File: config.mk
export PLATFORM = sky130hd
export DESIGN_NAME = exception_arbiter
export DESIGN_NICKNAME = d
export VERILOG_FILES = /design/src/hdl/csr_pkg.sv /design/src/hdl/exception_arbiter.sv
export SDC_FILE = /design/constraint.sdc
export NUM_CORES = 1
export LEC_CHECK = 0
export BUFFER_PORTS_ARGS = -buffer_cell sky130_fd_sc_hd__buf_2
export CORE_AREA = 2 2 77 79
export DETAILED_ROUTE_END_ITERATION = 10
export DIE_AREA = 0 0 79 81
export SYNTH_ARGS = -nofsm -noshare
export SYNTH_HDL_FRONTEND = slang
export SYNTH_SLANG_ARGS = --single-unit
File: constraint.sdc
create_clock -name vclk -period 0.9
set_clock_uncertainty 0.05 [all_clocks]
set_input_delay 0.045 -clock vclk [all_inputs]
set_output_delay 0.045 -clock vclk [all_outputs]
set_load 0.01 [all_outputs]
File: src/hdl/csr_pkg.sv
// CSR package
// shared widths, operation and privilege encodings, CSR addresses,
// WARL write masks and trap cause codes for the machine-mode CSR file
package csr_pkg;

    // data path width
    localparam int XLEN = 64;

    // operation requested by the issue stage
    typedef enum logic [2:0] {
        CSR_NONE,
        CSR_READ,
        CSR_WRITE,
        CSR_SET,
        CSR_CLEAR,
        CSR_MRET
    } csr_op_e;

    // only user and machine mode exist
    typedef enum logic [1:0] {
        PRIV_U = 2'd0,
        PRIV_M = 2'd3
    } priv_lvl_e;

    // ------------------------------------------------------------------
    // implemented CSR addresses
    // ------------------------------------------------------------------
    typedef enum logic [11:0] {
        MSTATUS  = 12'h300,
        MIE      = 12'h304,
        MTVEC    = 12'h305,
        MSCRATCH = 12'h340,
        MEPC     = 12'h341,
        MCAUSE   = 12'h342,
        MTVAL    = 12'h343,
        MIP      = 12'h344,
        MCYCLE   = 12'hB00,
        MINSTRET = 12'hB02,
        CYCLE    = 12'hC00,
        INSTRET  = 12'hC02
    } csr_addr_e;

    // msie, mtie and meie are the only enables
    localparam logic [XLEN-1:0] MIE_MASK  = 64'h888;
    // msip and mtip are software writable, meip comes from the irq line
    localparam logic [XLEN-1:0] MIP_WMASK = 64'h088;

    // mstatus field positions
    localparam int MSTATUS_MIE_BIT  = 3;
    localparam int MSTATUS_MPIE_BIT = 7;
    localparam int MSTATUS_MPP_LSB  = 11;

    // interrupt bit indices in mie / mip
    localparam int IRQ_M_SW    = 3;
    localparam int IRQ_M_TIMER = 7;
    localparam int IRQ_M_EXT   = 11;

    // trap causes
    localparam logic [XLEN-1:0] CAUSE_ILLEGAL_INSTR = 64'd2;
    localparam logic [XLEN-1:0] INTERRUPT_FLAG      = 64'h8000_0000_0000_0000;

endpackage

File: src/hdl/exception_arbiter.sv
// exception arbiter
// picks the highest priority enabled machine interrupt and merges it with
// illegal CSR accesses into one exception output
module exception_arbiter (
    input  csr_pkg::priv_lvl_e       priv_lvl_i,
    input  logic                     mstatus_mie_i,
    input  logic [csr_pkg::XLEN-1:0] mie_i,
    input  logic [csr_pkg::XLEN-1:0] mip_i,
    input  logic                     illegal_i,
    output logic                     ex_valid_o,
    output logic [csr_pkg::XLEN-1:0] ex_cause_o
);
    import csr_pkg::*;

    logic [XLEN-1:0] pending;
    logic            global_en;

    assign pending = mie_i & mip_i;
    // always enabled below M, gated by mstatus.mie in M
    assign global_en = (priv_lvl_i == PRIV_U) || mstatus_mie_i;

    always_comb begin
        ex_valid_o = 1'b0;
        ex_cause_o = '0;
        // external first, then software, then timer
        if (pending[IRQ_M_EXT]) begin
            ex_cause_o = INTERRUPT_FLAG | XLEN'(IRQ_M_EXT);
        end else if (pending[IRQ_M_SW]) begin
            ex_cause_o = INTERRUPT_FLAG | XLEN'(IRQ_M_SW);
        end else if (pending[IRQ_M_TIMER]) begin
            ex_cause_o = INTERRUPT_FLAG | XLEN'(IRQ_M_TIMER);
        end
        ex_valid_o = global_en && (|pending);
        // illegal access overrides any interrupt
        if (illegal_i) begin
            ex_valid_o = 1'b1;
            ex_cause_o = CAUSE_ILLEGAL_INSTR;
        end
    end

endmodule

==> flow_summary_export.csv <==
group,metric,value,unit
detailed_routing,routedWlPerCell,9.48,um
outcome,violations,"negative setup slack",
global_routing,antenna_found_initial,0,
die,core-area,0.00568,mm^2
die,start_util,14.7,%
setup_path,crit_top_cell,"buf_2",
logic_synthesis,synth-seq-area-share,0,%
detailed_routing,vias_per_cell,3.57,
setup_path,worst_setup_path_start_kind,"primary input",
placed_design,dp_hpwl,2970,um
global_routing,grt_usage,7.30,%
setup_path,crit_arrival,1.23,ns
setup_path,worstSetupEndpointType,"primary output",
cells_and_area,nets,383,
timing,finalWorstSetupSlack,-0.426,ns
global_routing,overflow,0,
logic_synthesis,synth_cells,110,
cells_and_area,nFillCells,648,
pwr,p_leak,0.868,nW
cells_and_area,nClkBuffers,0,
outcome,run_status,"finished with violations",
logic_synthesis,synth.area.top_cells,"buf_4, a22oi_1, a22o_1",
timing,holdWs,0.391,ns
timing,finalCriticalPeriod,1.33,ns
setup_path,crit_fanout,1,
global_routing,grt_pass1_vias,895,
die,placementRows,28,
pwr,ir_drop,0.144,mV
cells_and_area,nFlopsAndLatches,0,
flow_run,drv_cap,0,
placed_design,placed_area,0.00141,mm^2
pwr,p_per_area,408,mW/mm^2
timing,tns,-0.426,ns
detailed_routing,drc,0,
min_path,worst_hold_path_type,"primary input to primary output",
logic_synthesis,synthesis.area,833,um^2
cells_and_area,fin_area,0.00142,mm^2
global_routing,grt_max_degree,4,
die,die_w,79,um
global_routing,grt_pass1_wl,3830,um
timing,slew_viol_final,0,
cells_and_area,areaGrowthSynthToFinish,70.4,%
logic_synthesis,yosysTopAreaCellShare,54.1,%
setup_path,crit_chain,"buf_2, a22o_1, a221oi_2, nand3_1, nor4_2, a21oi_1, buf_2",
setup_path,cpMaxStageDelayCell,"nor4_2",
logic_synthesis,synth_cell_types,17,
die,die-height,81,um
cells_and_area,ff_latch_area,0,um^2
placed_design,portBuffers,138,
die,die_area,0.00640,mm^2
logic_synthesis,yosysWarnings,0,
detailed_routing,routed_wl,3070,um
placed_design,gp_congestion,0.653,
cells_and_area,multi_input_area,613,um^2
detailed_routing,drt_iter0_drc,18,
setup_path,critPathMaxStageDelay,0.30,ns
timing,max_freq,754,MHz
timing,fin_crit_sh,147,%
setup_path,crit_required,0.81,ns
logic_synthesis,synth_top_area_cell,"buf_4",
detailed_routing,num_vias,1156,
setup_path,path_class,"primary input to primary output",
timing,hold_viol_final,0,
timing,finalSetupViolCount,1,
logic_synthesis,synth.avg_cell_area,7.58,um^2
timing,rsz0062_at_grt,"true",
cells_and_area,num_antenna_cells,0,
detailed_routing,firstDrtPassIters,4,
cells_and_area,drive_gt1_share,59.4,%
die,pin_count,197,
detailed_routing,drtAntennaViolNets,0,
-- metal layers --
layer  track usage (%)  share of wire, %  vias up
met3             0.667                12        0
met1              9.27                37      492
li1                  -                 -      576
met2              14.2                51       88
met5                 0                 0        -
met4                 0                 0        0
-- power by group --
group / total (mW) / internal, mW / switching, mW
registers: 0 / 0 / 0
logic: 0.579 / 0.300 / 0.279
clock network: 0 / 0 / 0
-- repair_timing --
action / CTS / global route
hold buffers: 0 / 0
cloned: 0 / 0
pin swaps: 0 / 1
gates resized for setup: 2 / 0
endpoints found under the setup margin: 1 / 1
setup buffers: 0 / 0
-- cells in the mapped netlist, drive strengths merged --
cell type,n
nand4,3
nor3,2
nand3,3
nor4,1
buf,60
a22o,9
nand3b,1
a22oi,11
a31oi,1
a21oi,1
a222oi,1
nor2,3
a221oi,9
nand2,3
nand2b,1
conb,1
-- worst max-delay path, delay by kind of cell --
kind / cells / cell delay, ns
AO/OA/AOI/OAI: 3 / 0.52
AND/OR/NAND/NOR: 2 / 0.43
buffers and inverters: 2 / 0.24
-- logic make-up after synthesis --
logic type | count (synthesis) | share of synthesized area, %
buf+inv | 60 | 54.1
other cells | 1 | 0.450
compound gates | 32 | 34.4
simple gates | 17 | 11.1
-- layout by cell type, fill, tap and decap left out, drive strengths merged --
| master | instances |
|---|---|
| a31oi | 1 |
| a21oi | 1 |
| a222oi | 1 |
| nand2 | 3 |
| a22oi | 11 |
| nor3 | 2 |
| nor4 | 1 |
| buf | 141 |
| nand3b | 1 |
| conb | 59 |
| nor2 | 3 |
| nand2b | 1 |
| a22o | 9 |
| nand3 | 3 |
| nand4 | 3 |
| a221oi | 9 |
-- final timing paths --
kind | end | slack, ns | start | cells past startpoint
hold / removal | ex_valid_o | 0.39 | mstatus_mie_i | 4
setup / recovery | ex_valid_o | -0.43 | mie_i[18] | 7
-- through the flow --
step / setup slack, ns / cells / power, mW / util (%)
finish: -0.426 / 324 / 0.579 / 25.0
global route: -0.568 / 324 / 0.644 / 25.0
detailed placement: -0.517 / 324 / 0.567 / 24.8
global placement: -0.520 / 324 / 0.560 / 24.8
floorplan: -0.0769 / 168 / 0.427 / -
CTS: -0.479 / 324 / 0.576 / 25.0
-- cell type report --
type	count	share of cell area (%)
timing repair buffer	141	50.2
tap	75	6.61
multi-input combinational	108	43.2
Power figures use the tool's default switching activity.
