==> src/hdl/csr_pkg.sv <==
// CSR package
// shared widths, operation and privilege encodings, CSR addresses,
// WARL write masks and trap cause codes for the machine-mode CSR file
package csr_pkg;

    // data path width
    localparam int XLEN = 64;

    // operation requested by the issue stage
    typedef enum logic [2:0] {
        CSR_NONE,
        CSR_READ,
        CSR_WRITE,
        CSR_SET,
        CSR_CLEAR,
        CSR_MRET
    } csr_op_e;

    // only user and machine mode exist
    typedef enum logic [1:0] {
        PRIV_U = 2'd0,
        PRIV_M = 2'd3
    } priv_lvl_e;

    // ------------------------------------------------------------------
    // implemented CSR addresses
    // ------------------------------------------------------------------
    typedef enum logic [11:0] {
        MSTATUS  = 12'h300,
        MIE      = 12'h304,
        MTVEC    = 12'h305,
        MSCRATCH = 12'h340,
        MEPC     = 12'h341,
        MCAUSE   = 12'h342,
        MTVAL    = 12'h343,
        MIP      = 12'h344,
        MCYCLE   = 12'hB00,
        MINSTRET = 12'hB02,
        CYCLE    = 12'hC00,
        INSTRET  = 12'hC02
    } csr_addr_e;

    // msie, mtie and meie are the only enables
    localparam logic [XLEN-1:0] MIE_MASK  = 64'h888;
    // msip and mtip are software writable, meip comes from the irq line
    localparam logic [XLEN-1:0] MIP_WMASK = 64'h088;

    // mstatus field positions
    localparam int MSTATUS_MIE_BIT  = 3;
    localparam int MSTATUS_MPIE_BIT = 7;
    localparam int MSTATUS_MPP_LSB  = 11;

    // interrupt bit indices in mie / mip
    localparam int IRQ_M_SW    = 3;
    localparam int IRQ_M_TIMER = 7;
    localparam int IRQ_M_EXT   = 11;

    // trap causes
    localparam logic [XLEN-1:0] CAUSE_ILLEGAL_INSTR = 64'd2;
    localparam logic [XLEN-1:0] INTERRUPT_FLAG      = 64'h8000_0000_0000_0000;

endpackage

==> src/hdl/csr_wr_if.sv <==
// CSR write interface
// carries the qualified write strobe, address, data and the mret strobe
// from access control to the register blocks
interface csr_wr_if;
    import csr_pkg::*;

    // one-cycle strobe, only for a legal write
    logic            we;
    logic [11:0]     addr;
    logic [XLEN-1:0] wdata;
    // return from trap
    logic            mret;

    modport source (output we, addr, wdata, mret);
    modport sink   (input  we, addr, wdata, mret);

endinterface

==> src/hdl/csr_access_ctrl.sv <==
// CSR access control
// decodes the CSR operation, forms set/clear write data from the current
// value and flags unknown, under-privileged or read-only accesses
module csr_access_ctrl (
    input  csr_pkg::csr_op_e         csr_op_i,
    input  logic [11:0]              csr_addr_i,
    input  logic [csr_pkg::XLEN-1:0] csr_wdata_i,
    input  csr_pkg::priv_lvl_e       priv_lvl_i,
    input  logic [csr_pkg::XLEN-1:0] rdata_i,
    input  logic                     hit_i,
    output logic [csr_pkg::XLEN-1:0] csr_rdata_o,
    output logic                     illegal_o,
    csr_wr_if.source                 wr
);
    import csr_pkg::*;

    logic            access;
    logic            write;
    logic            priv_low;
    logic            read_only;
    logic [XLEN-1:0] wdata;

    // ------------------------------------------------------------------
    // operation decode
    // ------------------------------------------------------------------
    always_comb begin
        access = 1'b1;
        write  = 1'b1;
        wdata  = csr_wdata_i;
        case (csr_op_i)
            CSR_READ:  write = 1'b0;
            CSR_WRITE: wdata = csr_wdata_i;
            // set and clear are read-modify-write on the current value
            CSR_SET:   wdata = csr_wdata_i | rdata_i;
            CSR_CLEAR: wdata = ~csr_wdata_i & rdata_i;
            default: begin
                // none and mret touch no register through the port
                access = 1'b0;
                write  = 1'b0;
            end
        endcase
    end

    // privilege field in addr[9:8] must not exceed the current level
    assign priv_low  = csr_addr_i[9:8] > priv_lvl_i;
    // addr[11:10] == 2'b11 marks a read-only CSR
    assign read_only = write && (&csr_addr_i[11:10]);
    assign illegal_o = access && (!hit_i || priv_low || read_only);

    // an illegal access returns zero and writes nothing
    assign csr_rdata_o = (access && !illegal_o) ? rdata_i : '0;

    assign wr.we    = write && !illegal_o;
    assign wr.addr  = csr_addr_i;
    assign wr.wdata = wdata;
    assign wr.mret  = (csr_op_i == CSR_MRET);

endmodule

==> src/flat_wrapper.sv <==
// flat-port wrapper written by rule: the top's interface ports become plain ports
module csr_access_ctrl_flat import csr_pkg::*;
  (csr_op_i, csr_addr_i, csr_wdata_i, priv_lvl_i, rdata_i, hit_i, csr_rdata_o, illegal_o, wr_we, wr_addr, wr_wdata, wr_mret);
  csr_wr_if wr_i ();
  input  csr_pkg::csr_op_e csr_op_i;
  input  logic [11:0] csr_addr_i;
  input  logic [csr_pkg::XLEN-1:0] csr_wdata_i;
  input  csr_pkg::priv_lvl_e priv_lvl_i;
  input  logic [csr_pkg::XLEN-1:0] rdata_i;
  input  logic hit_i;
  output logic [csr_pkg::XLEN-1:0] csr_rdata_o;
  output logic illegal_o;
  output wire logic [$bits(wr_i.we)-1:0] wr_we;
  output wire logic [$bits(wr_i.addr)-1:0] wr_addr;
  output wire logic [$bits(wr_i.wdata)-1:0] wr_wdata;
  output wire logic [$bits(wr_i.mret)-1:0] wr_mret;
  assign wr_we = wr_i.we;
  assign wr_addr = wr_i.addr;
  assign wr_wdata = wr_i.wdata;
  assign wr_mret = wr_i.mret;
  csr_access_ctrl u_core (.csr_op_i(csr_op_i), .csr_addr_i(csr_addr_i), .csr_wdata_i(csr_wdata_i), .priv_lvl_i(priv_lvl_i), .rdata_i(rdata_i), .hit_i(hit_i), .csr_rdata_o(csr_rdata_o), .illegal_o(illegal_o), .wr(wr_i));
endmodule
==> config.mk <==
export PLATFORM = sky130hd
export DESIGN_NAME = csr_access_ctrl_flat
export DESIGN_NICKNAME = d
export VERILOG_FILES = /design/src/hdl/csr_pkg.sv /design/src/hdl/csr_wr_if.sv /design/src/hdl/csr_access_ctrl.sv /design/src/flat_wrapper.sv
export SDC_FILE = /design/constraint.sdc
export NUM_CORES = 1
export LEC_CHECK = 0
export BUFFER_PORTS_ARGS = -buffer_cell sky130_fd_sc_hd__buf_4
export CORE_AREA = 4 4 109 111
export DETAILED_ROUTE_END_ITERATION = 8
export DIE_AREA = 0 0 113 115
export SETUP_SLACK_MARGIN = 0.02
export SLEW_MARGIN = 10
export SYNTH_ARGS = -nofsm -noshare
export SYNTH_HDL_FRONTEND = slang
export SYNTH_SLANG_ARGS = --single-unit
==> constraint.sdc <==
create_clock -name vclk -period 1.8
set_input_delay 0.27 -clock vclk [all_inputs]
set_output_delay 0.27 -clock vclk [all_outputs]
set_load 0.01 [all_outputs]
==> reports/summary.txt <==
Clkbuf count = 0
Placeable Area = 0.0108 sq mm
WL/cell = 17.4 microns
Most used standard cell by instance count after synthesis = sky130_fd_sc_hd__nand2b_1
Classification of the worst-slack hold path = in2out
Summed instance area of the synthesized netlist = 0.00218 sq mm
Die extent in y = 115 microns
Maximum frequency from static timing analysis = 545 MHz
Number of sequential cells = 0
Min setup slack post-route = -0.0340 ns
Number of synthesis warnings = 0
Number of standard cells after synthesis = 320
Final antenna diode count = 0
Nets in the synthesized netlist = 468
Number of global-route vias before repair = 3618
Pre-antenna DRT Iters = 4
DP HPWL = 9.09 mm
Pwr Density = 309 mW/mm^2
Leading post-synthesis cells by cell area = sky130_fd_sc_hd__nor4b_2, sky130_fd_sc_hd__nand2b_1, sky130_fd_sc_hd__o21ai_0
Critical Path Sink Type = output pin
Gpl congestion = 0.887
Number of top-level pins = 289
Pin count of the biggest net entering global routing = 36
DIE AREA = 0.0130 sq mm
Seq/Total Area, Yosys = 0
GRT Util Overall = 0.173
Dpl ws = -0.206 ns
Slew at the pin closest to its max-slew limit = 0.337 ns
Violations in the final reports = negative setup slack
Syn Area/Cell = 6.82 sq um
Cell row count = 38
Number of endpoints with negative hold slack in the final report = 0
Share of final-layout standard cells stronger than drive strength 1 = 0.670
Register area = 0 sq um
Synth area leader = sky130_fd_sc_hd__nor4b_2
Period utilisation layout = 1.02
Number of DRC markers after the initial detailed-route iteration = 144
Sort of element at the start of the critical path = input pin
Count of endpoints failing setup in the final report = 48
Drt total wl = 12.7 mm
Layout-stage area growth over the synthesis result = 142%
Number of pins with negative max-slew slack in the final report = 0
Die Width = 113 microns
Via-per-instance ratio = 4.82
Worst supply voltage drop on vdd = 179 uV
Distinct cell type count after synthesis = 24
Number of remaining DRC errors = 0
Critical Path Slowest Stage Cell = sky130_fd_sc_hd__a32oi_4
Remaining number of nets flagged by the antenna check after routing = 0
Proportion of netlist area held by the largest area contributor = 0.275
Outcome = finished with violations
Global-route wire length before repair = 18.6 mm
# hold bufs at CTS = 0
Initial antenna violation count = 0
Count of nets after finishing = 741
Critical Path, Cell by Cell = buf_6 > ha_4 > nand2b_4 > a32oi_4 > buf_12 > clkbuf_16 > nor4b_2 > buf_4
Final Critical Period = 1.83 ns
Critical Path Fanout Max = 7
Critical Path AT = 1.56 ns
Crit path largest cell delay = 0.29 ns
Starting density of the core = 0.202
Normalized max-slew margin = 0.776
Worst Path Class, Setup = in2out
Leakage = 0.00250 uW
Number of violations of the max-capacitance limit = 0
Leftover overflow at the end of global routing = 0
DR vias = 3526
PortBufs = 273
List of most frequent post-synthesis cells = sky130_fd_sc_hd__nand2b_1, sky130_fd_sc_hd__nand2_1, sky130_fd_sc_hd__o21ai_0
Setup repair after global routing missed its margin = true
Critical path required time = 1.53 ns
Total Negative Setup Slacks = -0.955 ns
-- layout make-up --
| type | instances | area, sq um |
|---|---|---|
| fill | 1003 | 5500 |
| tap | 140 | 175 |
| multi-input combinational | 273 | 2420 |
| inverter | 2 | 10.0 |
| timing repair buffer | 316 | 2690 |
-- critical path: cells and delay by family --
family,cells,cell delay [ns]
compound gates,1,0.29
fa+ha+maj,1,0.28
buf+inv,4,0.60
simple gates,2,0.11
-- layer usage --
layer | vias to the layer above | GRT usage | wire [microns]
met2 | 182 | 0.351 | 6950
met1 | 1653 | 0.185 | 4470
li1 | 1666 | - | -
met3 | 25 | 0.0332 | 1030
met4 | 0 | 0.0296 | 258
met5 | - | 0 | 0
-- per-stage QoR --
stage	utilization	area (sq um)	power [uW]	instances	hold WS (ns)
floorplan	-	2180	557	320	0.632
global placement	0.418	4510	1270	711	0.540
detailed placement	0.418	4510	1290	711	0.540
CTS	0.463	5000	1500	723	0.540
global route	0.490	5290	1740	731	0.540
finish	0.490	5290	1630	731	0.540
-- logic make-up after synthesis --
family                   share of synthesized area
AO/OA/AOI/OAI                                0.164
adder cells (fa/ha/maj)                     0.0115
buffers and inverters                        0.128
AND/OR/NAND/NOR                              0.693
XOR/XNOR                                   0.00401
-- cell usage in the layout, fill, tap and decap left out, drive strengths merged, types with 2 or more instances in the layout --
cell type  netlist  final
clkbuf          14      2
nor4b           64     64
nor2b            2      2
ha               2      2
o211a            1      2
nand2           64     64
inv              2      2
nand2b          65     65
nor2             2      2
buf             32    314
o21ai           64     64
-- power by group --
| group | internal, uW | switching, uW |
|---|---|---|
| sequential | 0 | 0 |
| clock | 0 | 0 |
| combinational | 890 | 742 |
-- timing repair --
action                     4_1_cts  5_1_grt
pin swaps                        4        4
gates resized for setup         52       42
setup buffers                    6        7
hold endpoints to repair         0        0
setup endpoints to repair       64      103
gates cloned                     6        2
-- path summary, 6_finish.rpt --
path	startpoint	endpoint	slack (ns)	cells after the start
max	csr_addr_i[9]	csr_rdata_o[47]	-0.03	8
min	csr_addr_i[2]	wr_addr[2]	0.54	0
No activity file was read; power rests on OpenSTA's default activity.
