### config.mk
export PLATFORM = sky130hd
export DESIGN_NAME = csr_read_mux
export DESIGN_NICKNAME = d
export VERILOG_FILES = /design/src/hdl/csr_pkg.sv /design/src/hdl/csr_read_mux.sv
export SDC_FILE = /design/constraint.sdc
export NUM_CORES = 1
export LEC_CHECK = 0
export BUFFER_PORTS_ARGS = -buffer_cell sky130_fd_sc_hd__buf_2
export CAP_MARGIN = 20
export CORE_AREA = 10 10 270 272
export DETAILED_ROUTE_END_ITERATION = 7
export DIE_AREA = 0 0 280 282
export PLACE_DENSITY = 0.3
export SYNTH_ARGS = -nofsm -noshare
export SYNTH_HDL_FRONTEND = slang
export SYNTH_SLANG_ARGS = --single-unit
### constraint.sdc
create_clock -name vclk -period 4.4
set_input_delay 0.44 -clock vclk [all_inputs]
set_output_delay 0.44 -clock vclk [all_outputs]
set_load 0.05 [all_outputs]
### src/hdl/csr_pkg.sv
// CSR package
// shared widths, operation and privilege encodings, CSR addresses,
// WARL write masks and trap cause codes for the machine-mode CSR file
package csr_pkg;

    // data path width
    localparam int XLEN = 64;

    // operation requested by the issue stage
    typedef enum logic [2:0] {
        CSR_NONE,
        CSR_READ,
        CSR_WRITE,
        CSR_SET,
        CSR_CLEAR,
        CSR_MRET
    } csr_op_e;

    // only user and machine mode exist
    typedef enum logic [1:0] {
        PRIV_U = 2'd0,
        PRIV_M = 2'd3
    } priv_lvl_e;

    // ------------------------------------------------------------------
    // implemented CSR addresses
    // ------------------------------------------------------------------
    typedef enum logic [11:0] {
        MSTATUS  = 12'h300,
        MIE      = 12'h304,
        MTVEC    = 12'h305,
        MSCRATCH = 12'h340,
        MEPC     = 12'h341,
        MCAUSE   = 12'h342,
        MTVAL    = 12'h343,
        MIP      = 12'h344,
        MCYCLE   = 12'hB00,
        MINSTRET = 12'hB02,
        CYCLE    = 12'hC00,
        INSTRET  = 12'hC02
    } csr_addr_e;

    // msie, mtie and meie are the only enables
    localparam logic [XLEN-1:0] MIE_MASK  = 64'h888;
    // msip and mtip are software writable, meip comes from the irq line
    localparam logic [XLEN-1:0] MIP_WMASK = 64'h088;

    // mstatus field positions
    localparam int MSTATUS_MIE_BIT  = 3;
    localparam int MSTATUS_MPIE_BIT = 7;
    localparam int MSTATUS_MPP_LSB  = 11;

    // interrupt bit indices in mie / mip
    localparam int IRQ_M_SW    = 3;
    localparam int IRQ_M_TIMER = 7;
    localparam int IRQ_M_EXT   = 11;

    // trap causes
    localparam logic [XLEN-1:0] CAUSE_ILLEGAL_INSTR = 64'd2;
    localparam logic [XLEN-1:0] INTERRUPT_FLAG      = 64'h8000_0000_0000_0000;

endpackage

### src/hdl/csr_read_mux.sv
// CSR read multiplexer
// selects the addressed register value and reports whether the address
// belongs to an implemented CSR
module csr_read_mux (
    input  logic [11:0]              addr_i,
    input  logic [csr_pkg::XLEN-1:0] mstatus_i,
    input  logic [csr_pkg::XLEN-1:0] mie_i,
    input  logic [csr_pkg::XLEN-1:0] mip_i,
    input  logic [csr_pkg::XLEN-1:0] mtvec_i,
    input  logic [csr_pkg::XLEN-1:0] mscratch_i,
    input  logic [csr_pkg::XLEN-1:0] mepc_i,
    input  logic [csr_pkg::XLEN-1:0] mcause_i,
    input  logic [csr_pkg::XLEN-1:0] mtval_i,
    input  logic [csr_pkg::XLEN-1:0] cycle_i,
    input  logic [csr_pkg::XLEN-1:0] instret_i,
    output logic [csr_pkg::XLEN-1:0] rdata_o,
    output logic                     hit_o
);
    import csr_pkg::*;

    always_comb begin
        rdata_o = '0;
        hit_o   = 1'b1;
        case (csr_addr_e'(addr_i))
            MSTATUS:  rdata_o = mstatus_i;
            MIE:      rdata_o = mie_i;
            MIP:      rdata_o = mip_i;
            MTVEC:    rdata_o = mtvec_i;
            MSCRATCH: rdata_o = mscratch_i;
            MEPC:     rdata_o = mepc_i;
            MCAUSE:   rdata_o = mcause_i;
            MTVAL:    rdata_o = mtval_i;
            // machine and user views of the counters share one value
            MCYCLE,
            CYCLE:    rdata_o = cycle_i;
            MINSTRET,
            INSTRET:  rdata_o = instret_i;
            // unknown address
            default:  hit_o = 1'b0;
        endcase
    end

endmodule

==> impl_metrics.prom <==
# TYPE chip_impl_metric gauge
chip_impl_metric{name="gp_congestion",unit=""} 0.881
chip_impl_metric{name="grt_first_pass_wirelength",unit="mm"} 82.7
chip_impl_metric{name="fin_util",unit=""} 0.142
chip_impl_metric{name="fmax",unit="MHz"} 259
chip_impl_info{name="critical_path_class",value="in -> out"} 1
chip_impl_metric{name="post_cts.repair.setup_buffers",unit=""} 0
chip_impl_info{name="timing.critical_path.to_type",value="primary output"} 1
chip_impl_metric{name="combPwrFrac",unit=""} 1.000
chip_impl_metric{name="globalRouteTotalUtil",unit=""} 0.148
chip_impl_metric{name="power_frac_seq",unit=""} 0
chip_impl_metric{name="postSynthNetCount",unit=""} 1298
chip_impl_metric{name="synth_area_per_cell",unit="sq um"} 7.58
chip_impl_metric{name="wl_per_cell",unit="um"} 28.9
chip_impl_metric{name="maxCapViolations",unit=""} 0
chip_impl_metric{name="part_of_the_total_power_dissipated_in_the_clock_network",unit=""} 0
chip_impl_metric{name="route.detailed.vias_per_inst",unit=""} 4.19
chip_impl_metric{name="p_leak",unit="nW"} 4.65
chip_impl_metric{name="internal_power",unit="mW"} 0.331
chip_impl_metric{name="cts_resized",unit=""} 0
chip_impl_metric{name="finalHoldWorstSlack",unit="ns"} 1.31
chip_impl_metric{name="yosysWarningCount",unit=""} 0
chip_impl_metric{name="maximum_number_of_pins_on_one_net_before_global_route_repair",unit=""} 63
chip_impl_metric{name="grt_util_met3",unit=""} 0.0350
chip_impl_info{name="synthMostInstantiatedCell",value="sky130_fd_sc_hd__a22oi_1"} 1
chip_impl_metric{name="vias",unit=""} 9233
chip_impl_metric{name="grt_antenna_before_repair",unit=""} 18
chip_impl_metric{name="irDropWorstVdd",unit="mV"} 0.0370
chip_impl_metric{name="portBuffers",unit=""} 717
chip_impl_metric{name="period_needed",unit="ns"} 3.86
chip_impl_metric{name="synthCells",unit=""} 646
chip_impl_metric{name="cts_hold_buf",unit=""} 0
chip_impl_metric{name="fp.coreArea",unit="sq um"} 67700
chip_impl_info{name="status",value="complete, no violations"} 1
chip_impl_metric{name="cp_max_fo",unit=""} 44
chip_impl_metric{name="initial_standard_cell_utilization_of_the_core",unit=""} 0.0723
chip_impl_metric{name="final-max-slew-violation-count",unit=""} 0
chip_impl_metric{name="areaGrowthSynthToFinish",unit="%"} 96.4
chip_impl_metric{name="routed_wirelength",unit="mm"} 63.8
chip_impl_metric{name="netlist.area_leader.share",unit=""} 0.135
chip_impl_metric{name="placement_rows",unit=""} 96
chip_impl_metric{name="detail_route.first_pass.iterations",unit=""} 7
chip_impl_metric{name="layout_worst_path_cycle_share",unit=""} 0.878
chip_impl_info{name="grt-busiest-layer",value="met2"} 1
chip_impl_metric{name="hpwl",unit="mm"} 54.3
chip_impl_metric{name="grt_pass1_vias",unit=""} 9954
chip_impl_metric{name="timing.critical_path.required",unit="ns"} 3.96
chip_impl_metric{name="globalRouteMet2Util",unit=""} 0.268
chip_impl_metric{name="height_of_the_die",unit="um"} 282
chip_impl_metric{name="synth-seq-area-share",unit=""} 0
chip_impl_metric{name="numSequentialCells",unit=""} 0
chip_impl_metric{name="post_synth_num_cell_types",unit=""} 53
chip_impl_metric{name="dieWidth",unit="um"} 280
chip_impl_info{name="rsz_0062_raised_after_global_routing",value="false"} 1
chip_impl_metric{name="max_slew.worst_pin.slew",unit="ns"} 1.10
chip_impl_metric{name="design.die.area",unit="sq um"} 79000
chip_impl_metric{name="antenna_left",unit=""} 0
chip_impl_metric{name="post_route_setup_tns",unit="ns"} 0
chip_impl_metric{name="route.detailed.drc",unit=""} 0
chip_impl_info{name="leading_post_synthesis_cells_by_instance_count",value="sky130_fd_sc_hd__a22oi_1 (78), sky130_fd_sc_hd__mux2i_1 (66), sky130_fd_sc_hd__o22ai_1 (46)"} 1
chip_impl_metric{name="relSlewSlack",unit=""} 0.265
chip_impl_info{name="yosys.area.top_type",value="sky130_fd_sc_hd__mux2i_1"} 1
chip_impl_metric{name="setup_violations",unit=""} 0
chip_impl_metric{name="finalHoldViolCount",unit=""} 0
chip_impl_metric{name="global_route_congestion_overflow_total",unit=""} 0
chip_impl_metric{name="nets",unit=""} 1974
chip_impl_metric{name="dr.first_iter.drc_count",unit=""} 847
chip_impl_metric{name="fillers",unit=""} 7961
chip_impl_info{name="post_synth_main_area_contributors",value="sky130_fd_sc_hd__mux2i_1 (13%), sky130_fd_sc_hd__a22oi_1 (12%), sky130_fd_sc_hd__mux2_2 (9.0%)"} 1
chip_impl_metric{name="drive_gt1_frac",unit=""} 0.623
chip_impl_metric{name="io_pins",unit=""} 717
chip_impl_info{name="worstSetupStartpointType",value="primary input"} 1
chip_impl_metric{name="final-seq-area",unit="sq um"} 0
chip_impl_metric{name="grt_use_met1",unit=""} 0.176
chip_impl_metric{name="share_of_total_power_consumed_by_net_switching",unit=""} 0.471
chip_impl_metric{name="worst-endpoint-arrival",unit="ns"} 3.42
chip_impl_metric{name="total_switching_power",unit="mW"} 0.294
chip_impl_metric{name="layout.clock_buffers",unit=""} 0
chip_impl_info{name="holdCritPathClass",value="in -> out"} 1
chip_impl_metric{name="synth_area",unit="sq um"} 4900
chip_impl_metric{name="post-layout-total-power",unit="mW"} 0.625
chip_impl_metric{name="pwr_density_cell",unit="nW/um^2"} 64.9
-- cell families after synthesis --
kind of cell	after synthesis	share of synthesized area
simple gates	139	0.151
buf+inv	82	0.0924
compound gates	306	0.468
mux	119	0.289
-- cells in the final DEF, fill, tap and decap left out, types with 14 or more instances in the layout --
cell type / count
sky130_fd_sc_hd__a32oi_1: 15
sky130_fd_sc_hd__nor2_1: 41
sky130_fd_sc_hd__a222oi_1: 41
sky130_fd_sc_hd__nand3_1: 16
sky130_fd_sc_hd__buf_2: 710
sky130_fd_sc_hd__o21ai_0: 17
sky130_fd_sc_hd__mux2_2: 39
sky130_fd_sc_hd__buf_4: 35
sky130_fd_sc_hd__nand2_1: 40
sky130_fd_sc_hd__a22o_1: 27
sky130_fd_sc_hd__o21ai_1: 18
sky130_fd_sc_hd__o22ai_1: 46
sky130_fd_sc_hd__a22oi_1: 78
sky130_fd_sc_hd__mux2i_1: 66
sky130_fd_sc_hd__a21oi_1: 26
sky130_fd_sc_hd__or3_1: 14
sky130_fd_sc_hd__mux4_2: 14
-- worst paths after layout --
check	from	cells after the start	end
min	mepc_i[40]	3	rdata_o[40]
max	addr_i[2]	8	rdata_o[30]
-- metrics by stage --
step	setup WS (ns)	instances	instance area, sq um
6_report	0.536	2206	9620
5_1_grt	0.411	2204	9620
4_1_cts	0.453	2202	9610
3_5_place_dp	0.461	2202	9610
3_3_place_gp	0.432	2202	9610
2_1_floorplan	1.32	646	4900
-- area by class of cell --
cell class | instances | area [sq um] | share of cell area
Timing Repair Buffer | 755 | 4020 | 0.417
Multi-Input combinational cell | 564 | 4490 | 0.467
Tap cell | 882 | 1100 | 0.115
Antenna cell | 4 | 10.0 | 0.00104
Inverter | 1 | 3.75 | 0.000390
-- power by group through the flow --
stage,combinational (mW),clock [mW],sequential (mW)
floorplan,0.212,0,0
global placement,0.632,0,0
detailed placement,0.630,0,0
CTS,0.633,0,0
global route,0.673,0.0000000608,0
finish,0.625,0.0000000906,0
-- worst max-delay path, stage by stage --
cell,delay [ns]
sky130_fd_sc_hd__buf_4,0.46
sky130_fd_sc_hd__nor4_4,0.10
sky130_fd_sc_hd__buf_4,0.32
sky130_fd_sc_hd__a222oi_1,0.96
sky130_fd_sc_hd__nor2_1,0.16
sky130_fd_sc_hd__a311oi_1,0.37
sky130_fd_sc_hd__o21ai_0,0.24
sky130_fd_sc_hd__buf_2,0.28
-- layer usage --
layer / wire [um] / part of all wire
met5: 101 / 0.0016
met4: 1330 / 0.021
met3: 5070 / 0.079
met2: 31600 / 0.49
met1: 25800 / 0.40
Note: power is estimated with default switching activity, not from simulation.
