===== config.mk =====
export PLATFORM = sky130hd
export DESIGN_NAME = trap_ctrl_flat
export DESIGN_NICKNAME = d
export VERILOG_FILES = /design/src/hdl/csr_pkg.sv /design/src/hdl/csr_wr_if.sv /design/src/hdl/trap_ctrl.sv /design/src/flat_wrapper.sv
export SDC_FILE = /design/constraint.sdc
export NUM_CORES = 1
export LEC_CHECK = 0
export ABC_AREA = 1
export BUFFER_PORTS_ARGS = -buffer_cell sky130_fd_sc_hd__buf_4
export CORE_AREA = 2 2 230 232
export DETAILED_ROUTE_END_ITERATION = 8
export DIE_AREA = 0 0 232 234
export HOLD_SLACK_MARGIN = 0.03
export PLACE_DENSITY_LB_ADDON = 0.3
export RECOVER_POWER = 100
export SYNTH_ARGS = -nofsm -noshare
export SYNTH_HDL_FRONTEND = slang
export SYNTH_SLANG_ARGS = --single-unit

===== constraint.sdc =====
create_clock -name clk_i -period 3.8 [get_ports clk_i]
set_clock_uncertainty 0.15 [all_clocks]
set_input_delay 0.95 -clock clk_i [delete_from_list [all_inputs] [get_ports clk_i]]
set_output_delay 0.95 -clock clk_i [all_outputs]
set_load 0.02 [all_outputs]

===== src/hdl/csr_pkg.sv =====
// CSR package
// shared widths, operation and privilege encodings, CSR addresses,
// WARL write masks and trap cause codes for the machine-mode CSR file
package csr_pkg;

    // data path width
    localparam int XLEN = 64;

    // operation requested by the issue stage
    typedef enum logic [2:0] {
        CSR_NONE,
        CSR_READ,
        CSR_WRITE,
        CSR_SET,
        CSR_CLEAR,
        CSR_MRET
    } csr_op_e;

    // only user and machine mode exist
    typedef enum logic [1:0] {
        PRIV_U = 2'd0,
        PRIV_M = 2'd3
    } priv_lvl_e;

    // ------------------------------------------------------------------
    // implemented CSR addresses
    // ------------------------------------------------------------------
    typedef enum logic [11:0] {
        MSTATUS  = 12'h300,
        MIE      = 12'h304,
        MTVEC    = 12'h305,
        MSCRATCH = 12'h340,
        MEPC     = 12'h341,
        MCAUSE   = 12'h342,
        MTVAL    = 12'h343,
        MIP      = 12'h344,
        MCYCLE   = 12'hB00,
        MINSTRET = 12'hB02,
        CYCLE    = 12'hC00,
        INSTRET  = 12'hC02
    } csr_addr_e;

    // msie, mtie and meie are the only enables
    localparam logic [XLEN-1:0] MIE_MASK  = 64'h888;
    // msip and mtip are software writable, meip comes from the irq line
    localparam logic [XLEN-1:0] MIP_WMASK = 64'h088;

    // mstatus field positions
    localparam int MSTATUS_MIE_BIT  = 3;
    localparam int MSTATUS_MPIE_BIT = 7;
    localparam int MSTATUS_MPP_LSB  = 11;

    // interrupt bit indices in mie / mip
    localparam int IRQ_M_SW    = 3;
    localparam int IRQ_M_TIMER = 7;
    localparam int IRQ_M_EXT   = 11;

    // trap causes
    localparam logic [XLEN-1:0] CAUSE_ILLEGAL_INSTR = 64'd2;
    localparam logic [XLEN-1:0] INTERRUPT_FLAG      = 64'h8000_0000_0000_0000;

endpackage


===== src/hdl/csr_wr_if.sv =====
// CSR write interface
// carries the qualified write strobe, address, data and the mret strobe
// from access control to the register blocks
interface csr_wr_if;
    import csr_pkg::*;

    // one-cycle strobe, only for a legal write
    logic            we;
    logic [11:0]     addr;
    logic [XLEN-1:0] wdata;
    // return from trap
    logic            mret;

    modport source (output we, addr, wdata, mret);
    modport sink   (input  we, addr, wdata, mret);

endinterface


===== src/hdl/trap_ctrl.sv =====
// trap control
// holds the privilege level, mstatus, mepc, mcause and mtval; handles
// trap entry from the commit stage, mret and the flush on mstatus writes
module trap_ctrl (
    input  logic                     clk_i,
    input  logic                     rst_ni,
    csr_wr_if.sink                   wr,
    input  logic [csr_pkg::XLEN-1:0] pc_i,
    input  logic                     ex_valid_i,
    input  logic [csr_pkg::XLEN-1:0] ex_cause_i,
    input  logic [csr_pkg::XLEN-1:0] ex_tval_i,
    output csr_pkg::priv_lvl_e       priv_lvl_o,
    output logic [csr_pkg::XLEN-1:0] mstatus_o,
    output logic [csr_pkg::XLEN-1:0] mepc_o,
    output logic [csr_pkg::XLEN-1:0] mcause_o,
    output logic [csr_pkg::XLEN-1:0] mtval_o,
    output logic [csr_pkg::XLEN-1:0] epc_o,
    output logic                     eret_o,
    output logic                     flush_o
);
    import csr_pkg::*;

    priv_lvl_e       priv_q, priv_n;
    priv_lvl_e       mpp_q, mpp_n;
    logic            mie_q, mie_n;
    logic            mpie_q, mpie_n;
    logic [XLEN-1:0] mepc_q, mepc_n;
    logic [XLEN-1:0] mcause_q, mcause_n;
    logic [XLEN-1:0] mtval_q, mtval_n;

    always_comb begin
        priv_n   = priv_q;
        mpp_n    = mpp_q;
        mie_n    = mie_q;
        mpie_n   = mpie_q;
        mepc_n   = mepc_q;
        mcause_n = mcause_q;
        mtval_n  = mtval_q;
        flush_o  = 1'b0;
        eret_o   = 1'b0;

        // ------------------------------------------------------------------
        // software writes
        // ------------------------------------------------------------------
        if (wr.we) begin
            case (csr_addr_e'(wr.addr))
                MSTATUS: begin
                    mie_n  = wr.wdata[MSTATUS_MIE_BIT];
                    mpie_n = wr.wdata[MSTATUS_MPIE_BIT];
                    // mpp is WARL, anything but M reads back as U
                    mpp_n  = (&wr.wdata[MSTATUS_MPP_LSB +: 2]) ? PRIV_M : PRIV_U;
                    // side effects on fetch, so flush the pipeline
                    flush_o = 1'b1;
                end
                MEPC:    mepc_n   = {wr.wdata[XLEN-1:1], 1'b0};
                MCAUSE:  mcause_n = wr.wdata;
                MTVAL:   mtval_n  = wr.wdata;
                default: ;
            endcase
        end

        // trap entry, always into M; wins over a simultaneous mret
        if (ex_valid_i) begin
            mcause_n = ex_cause_i;
            mepc_n   = {pc_i[XLEN-1:1], 1'b0};
            mtval_n  = ex_tval_i;
            mpie_n   = mie_q;
            mie_n    = 1'b0;
            mpp_n    = priv_q;
            priv_n   = PRIV_M;
        end else if (wr.mret) begin
            // restore enable and level, mpp drops to U
            mie_n  = mpie_q;
            mpie_n = 1'b1;
            priv_n = mpp_q;
            mpp_n  = PRIV_U;
            eret_o = 1'b1;
        end
    end

    // mstatus view, everything outside the three fields reads zero
    always_comb begin
        mstatus_o                             = '0;
        mstatus_o[MSTATUS_MIE_BIT]            = mie_q;
        mstatus_o[MSTATUS_MPIE_BIT]           = mpie_q;
        mstatus_o[MSTATUS_MPP_LSB +: 2]       = mpp_q;
    end

    always_ff @(posedge clk_i or negedge rst_ni) begin
        if (!rst_ni) begin
            priv_q   <= PRIV_M;
            mpp_q    <= PRIV_U;
            mie_q    <= 1'b0;
            mpie_q   <= 1'b0;
            mepc_q   <= '0;
            mcause_q <= '0;
            mtval_q  <= '0;
        end else begin
            priv_q   <= priv_n;
            mpp_q    <= mpp_n;
            mie_q    <= mie_n;
            mpie_q   <= mpie_n;
            mepc_q   <= mepc_n;
            mcause_q <= mcause_n;
            mtval_q  <= mtval_n;
        end
    end

    assign priv_lvl_o = priv_q;
    assign mepc_o     = mepc_q;
    assign mcause_o   = mcause_q;
    assign mtval_o    = mtval_q;
    // return target for mret
    assign epc_o      = mepc_q;

endmodule


===== src/flat_wrapper.sv =====
// flat-port wrapper written by rule: the top's interface ports become plain ports
module trap_ctrl_flat import csr_pkg::*;
  (clk_i, rst_ni, pc_i, ex_valid_i, ex_cause_i, ex_tval_i, priv_lvl_o, mstatus_o, mepc_o, mcause_o, mtval_o, epc_o, eret_o, flush_o, wr_we, wr_addr, wr_wdata, wr_mret);
  csr_wr_if wr_i ();
  input  logic clk_i;
  input  logic rst_ni;
  input  logic [csr_pkg::XLEN-1:0] pc_i;
  input  logic ex_valid_i;
  input  logic [csr_pkg::XLEN-1:0] ex_cause_i;
  input  logic [csr_pkg::XLEN-1:0] ex_tval_i;
  output csr_pkg::priv_lvl_e priv_lvl_o;
  output logic [csr_pkg::XLEN-1:0] mstatus_o;
  output logic [csr_pkg::XLEN-1:0] mepc_o;
  output logic [csr_pkg::XLEN-1:0] mcause_o;
  output logic [csr_pkg::XLEN-1:0] mtval_o;
  output logic [csr_pkg::XLEN-1:0] epc_o;
  output logic eret_o;
  output logic flush_o;
  input wire logic [$bits(wr_i.we)-1:0] wr_we;
  input wire logic [$bits(wr_i.addr)-1:0] wr_addr;
  input wire logic [$bits(wr_i.wdata)-1:0] wr_wdata;
  input wire logic [$bits(wr_i.mret)-1:0] wr_mret;
  assign wr_i.we = wr_we;
  assign wr_i.addr = wr_addr;
  assign wr_i.wdata = wr_wdata;
  assign wr_i.mret = wr_mret;
  trap_ctrl u_core (.clk_i(clk_i), .rst_ni(rst_ni), .wr(wr_i), .pc_i(pc_i), .ex_valid_i(ex_valid_i), .ex_cause_i(ex_cause_i), .ex_tval_i(ex_tval_i), .priv_lvl_o(priv_lvl_o), .mstatus_o(mstatus_o), .mepc_o(mepc_o), .mcause_o(mcause_o), .mtval_o(mtval_o), .epc_o(epc_o), .eret_o(eret_o), .flush_o(flush_o));
endmodule

==> results_dict.tcl <==
set metrics [dict create \
    cts_buffers 17 \
    final_max_slew_viol_count 188 \
    worstSetupEndpointType "register" \
    required_ns 4.02 \
    cts-resized-gates 0 \
    area_growth_syn_to_layout_pct 32.2 \
    core_um2 52000 \
    whs_path_depth 2 \
    clock_sinks 197 \
    drt-initial-drc-count 603 \
    setup_viol 0 \
    wl_met2_um 21200 \
    peakVddDrop_mv 0.322 \
    die_height_um 234 \
    status "finished, violations left" \
    hold_viol 0 \
    io_pins 597 \
    drive_above_1_share_pct 16.9 \
    violations "max-capacitance violations, max-slew violations" \
    via_per_inst 4.20 \
    wl_per_cell_um 16.6 \
    die_w_um 232 \
    via_count 10976 \
    seq_area_um2 4930 \
    ant_nets 0 \
    grt_pass1_vias 10912 \
    dp_hpwl_um 31000 \
    worstSetupPathType "input pin to register" \
    initial_core_util_pct 20.6 \
    finalWirelength_um 43500 \
    antenna_found_initial 1 \
    grt_pass1_wl_um 64700 \
    h-tree-depth 4 \
    cts_hold_buf 0 \
    maxSlewHeadroom_pct -18.5 \
    yosysSeqAreaShare_pct 45.9 \
    arrival_ns 3.58 \
    power_density_nw_per_um2 410 \
    placedCellCount 2584 \
    rsz0062_at_grt "no" \
    row_count 84 \
    grt_max_degree 110 \
    grt_overflow 0 \
    synth_cell_type_count 19 \
    hold_path.class "register to register" \
    postCtsSetupBuffers 0 \
    die-area_um2 54300 \
    finalCriticalPeriod_ns 3.36 \
    leakage_nw 7.88 \
    ys_warn_count 0 \
    most-common-layout-cells "853 x nand2_1, 270 x buf_4, 264 x clkbuf_1" \
    period_share_pct 88.3 \
    cts_root_buffer "clkbuf_16" \
    cts_tree "done" \
    clk_pin_slew_ns 0.08 \
    portBuffers 533 \
    syn_inst 1501 \
    stdcell_count 2616 \
    highest_layer "met4" \
    gp_congestion 0.871 \
    dr.pass1.iters 7 \
    netlist_area_um2 10700 \
    routed-wl-met3_um 2960 \
    maxCapViolCount 3 \
    worst_pin_slew_ns 1.78 \
    final_nets 2188 \
    multi_input_area_um2 4560 \
    antenna_cells 0 \
    rr_worst_depth 4 \
    setup_tns_ns 0 \
    crit_fanout 38 \
    syn_avg_cell_area_um2 7.15 \
    final_common_cell "nand2_1" \
    m1WireLength_um 18600 \
    worstSkewPairLatency_ns 0.48 \
    cts_buffer_depth 2 \
    drc 0 \
    fmax_mhz 298 \
    grt_usage_pct 15.7 \
    synth_seq_cells 197 \
    fillers 5999 \
    start_kind "input pin" \
]
per-layer routing:
metal | vias to the layer above | global-route usage [%]
met4 | 0 | 4.97
met3 | 45 | 3.76
li1 | 5288 | -
met2 | 425 | 27.0
met5 | - | 0
met1 | 5218 | 19.4
cell type report:
type                            instances  share of cell area, %
Timing Repair Buffer                  549                   22.7
Clock buffer                           17                   3.00
Tap cell                              688                   6.07
Inverter                               14                  0.423
Multi-Input combinational cell       1136                   32.1
Sequential cell                       197                   34.8
Clock inverter                         15                  0.961
sequential cells by signal, summed over array words and instances, names as in the netlist:
name and flops:
u_core.mcause_o 64, u_core.epc_o 63, u_core.mie_q 1, u_core.mpie_q 1
u_core.mtval_o 64, u_core.mpp_q 2, u_core.priv_lvl_o 2
synthesized netlist by cell type, drive strengths merged:
cell type / count / area [um2]
inv: 14 / 55.1
buf: 195 / 1360
dfstp: 2 / 52.6
nand3: 197 / 986
a21oi: 2 / 10.0
nor2: 15 / 63.8
dfrtp: 195 / 4880
conb: 1 / 3.75
nand2: 858 / 3240
clkbuf: 20 / 78.8
o21ai: 2 / 10.0
worst max-delay path, stage by stage:
cell and delay, ns:
clkbuf_4 0.11, nor2_1 0.30, nand2_1 0.13, nor2_1 0.11, nand2_1 0.69, clkbuf_2 0.89, nand3_1 0.26, nand2_1 0.08
power breakdown:
part           switching, mW  internal, mW  total, mW  leakage (nW)
registers              0.159          2.31       2.47          2.44
logic                   1.04         0.481       1.52          5.18
clock network          0.960         0.866       1.83         0.274
cells by family (layout without fill, tap and decap cells):
family,Yosys count,after routing,share of synthesized area (%)
flops,197,197,45.9
simple gates,1070,1070,39.9
buf+inv,229,595,13.9
compound gates,4,4,0.187
other cells,1,62,0.0349
metrics by stage:
stage               hold slack, ns  power [mW]  setup WS (ns)  utilization (%)  area (um2)
floorplan                    0.349        3.49           1.09                -       11000
global placement             0.331        4.29          0.505             28.2       14700
detailed placement           0.336        4.30          0.521             28.2       14700
CTS                          0.299        6.16          0.514             29.3       15200
global route                 0.359        6.15          0.225             27.3       14200
finish                       0.347        5.82          0.443             27.3       14200
final timing paths:
path	startpoint	end	slack [ns]
setup reg to reg	u_core.priv_lvl_o[0]	u_core.mpp_q[0]	2.75
hold / removal	u_core.priv_lvl_o[1]	u_core.priv_lvl_o[1]	0.35
min in group asynchronous	rst_ni	u_core.mtval_o[45]	0.75
setup / recovery	wr_addr[3]	u_core.mcause_o[23]	0.44
max in group asynchronous	rst_ni	u_core.mcause_o[38]	1.26
hold reg to reg	u_core.priv_lvl_o[1]	u_core.priv_lvl_o[1]	0.35
(Power assumes the default switching activity.)
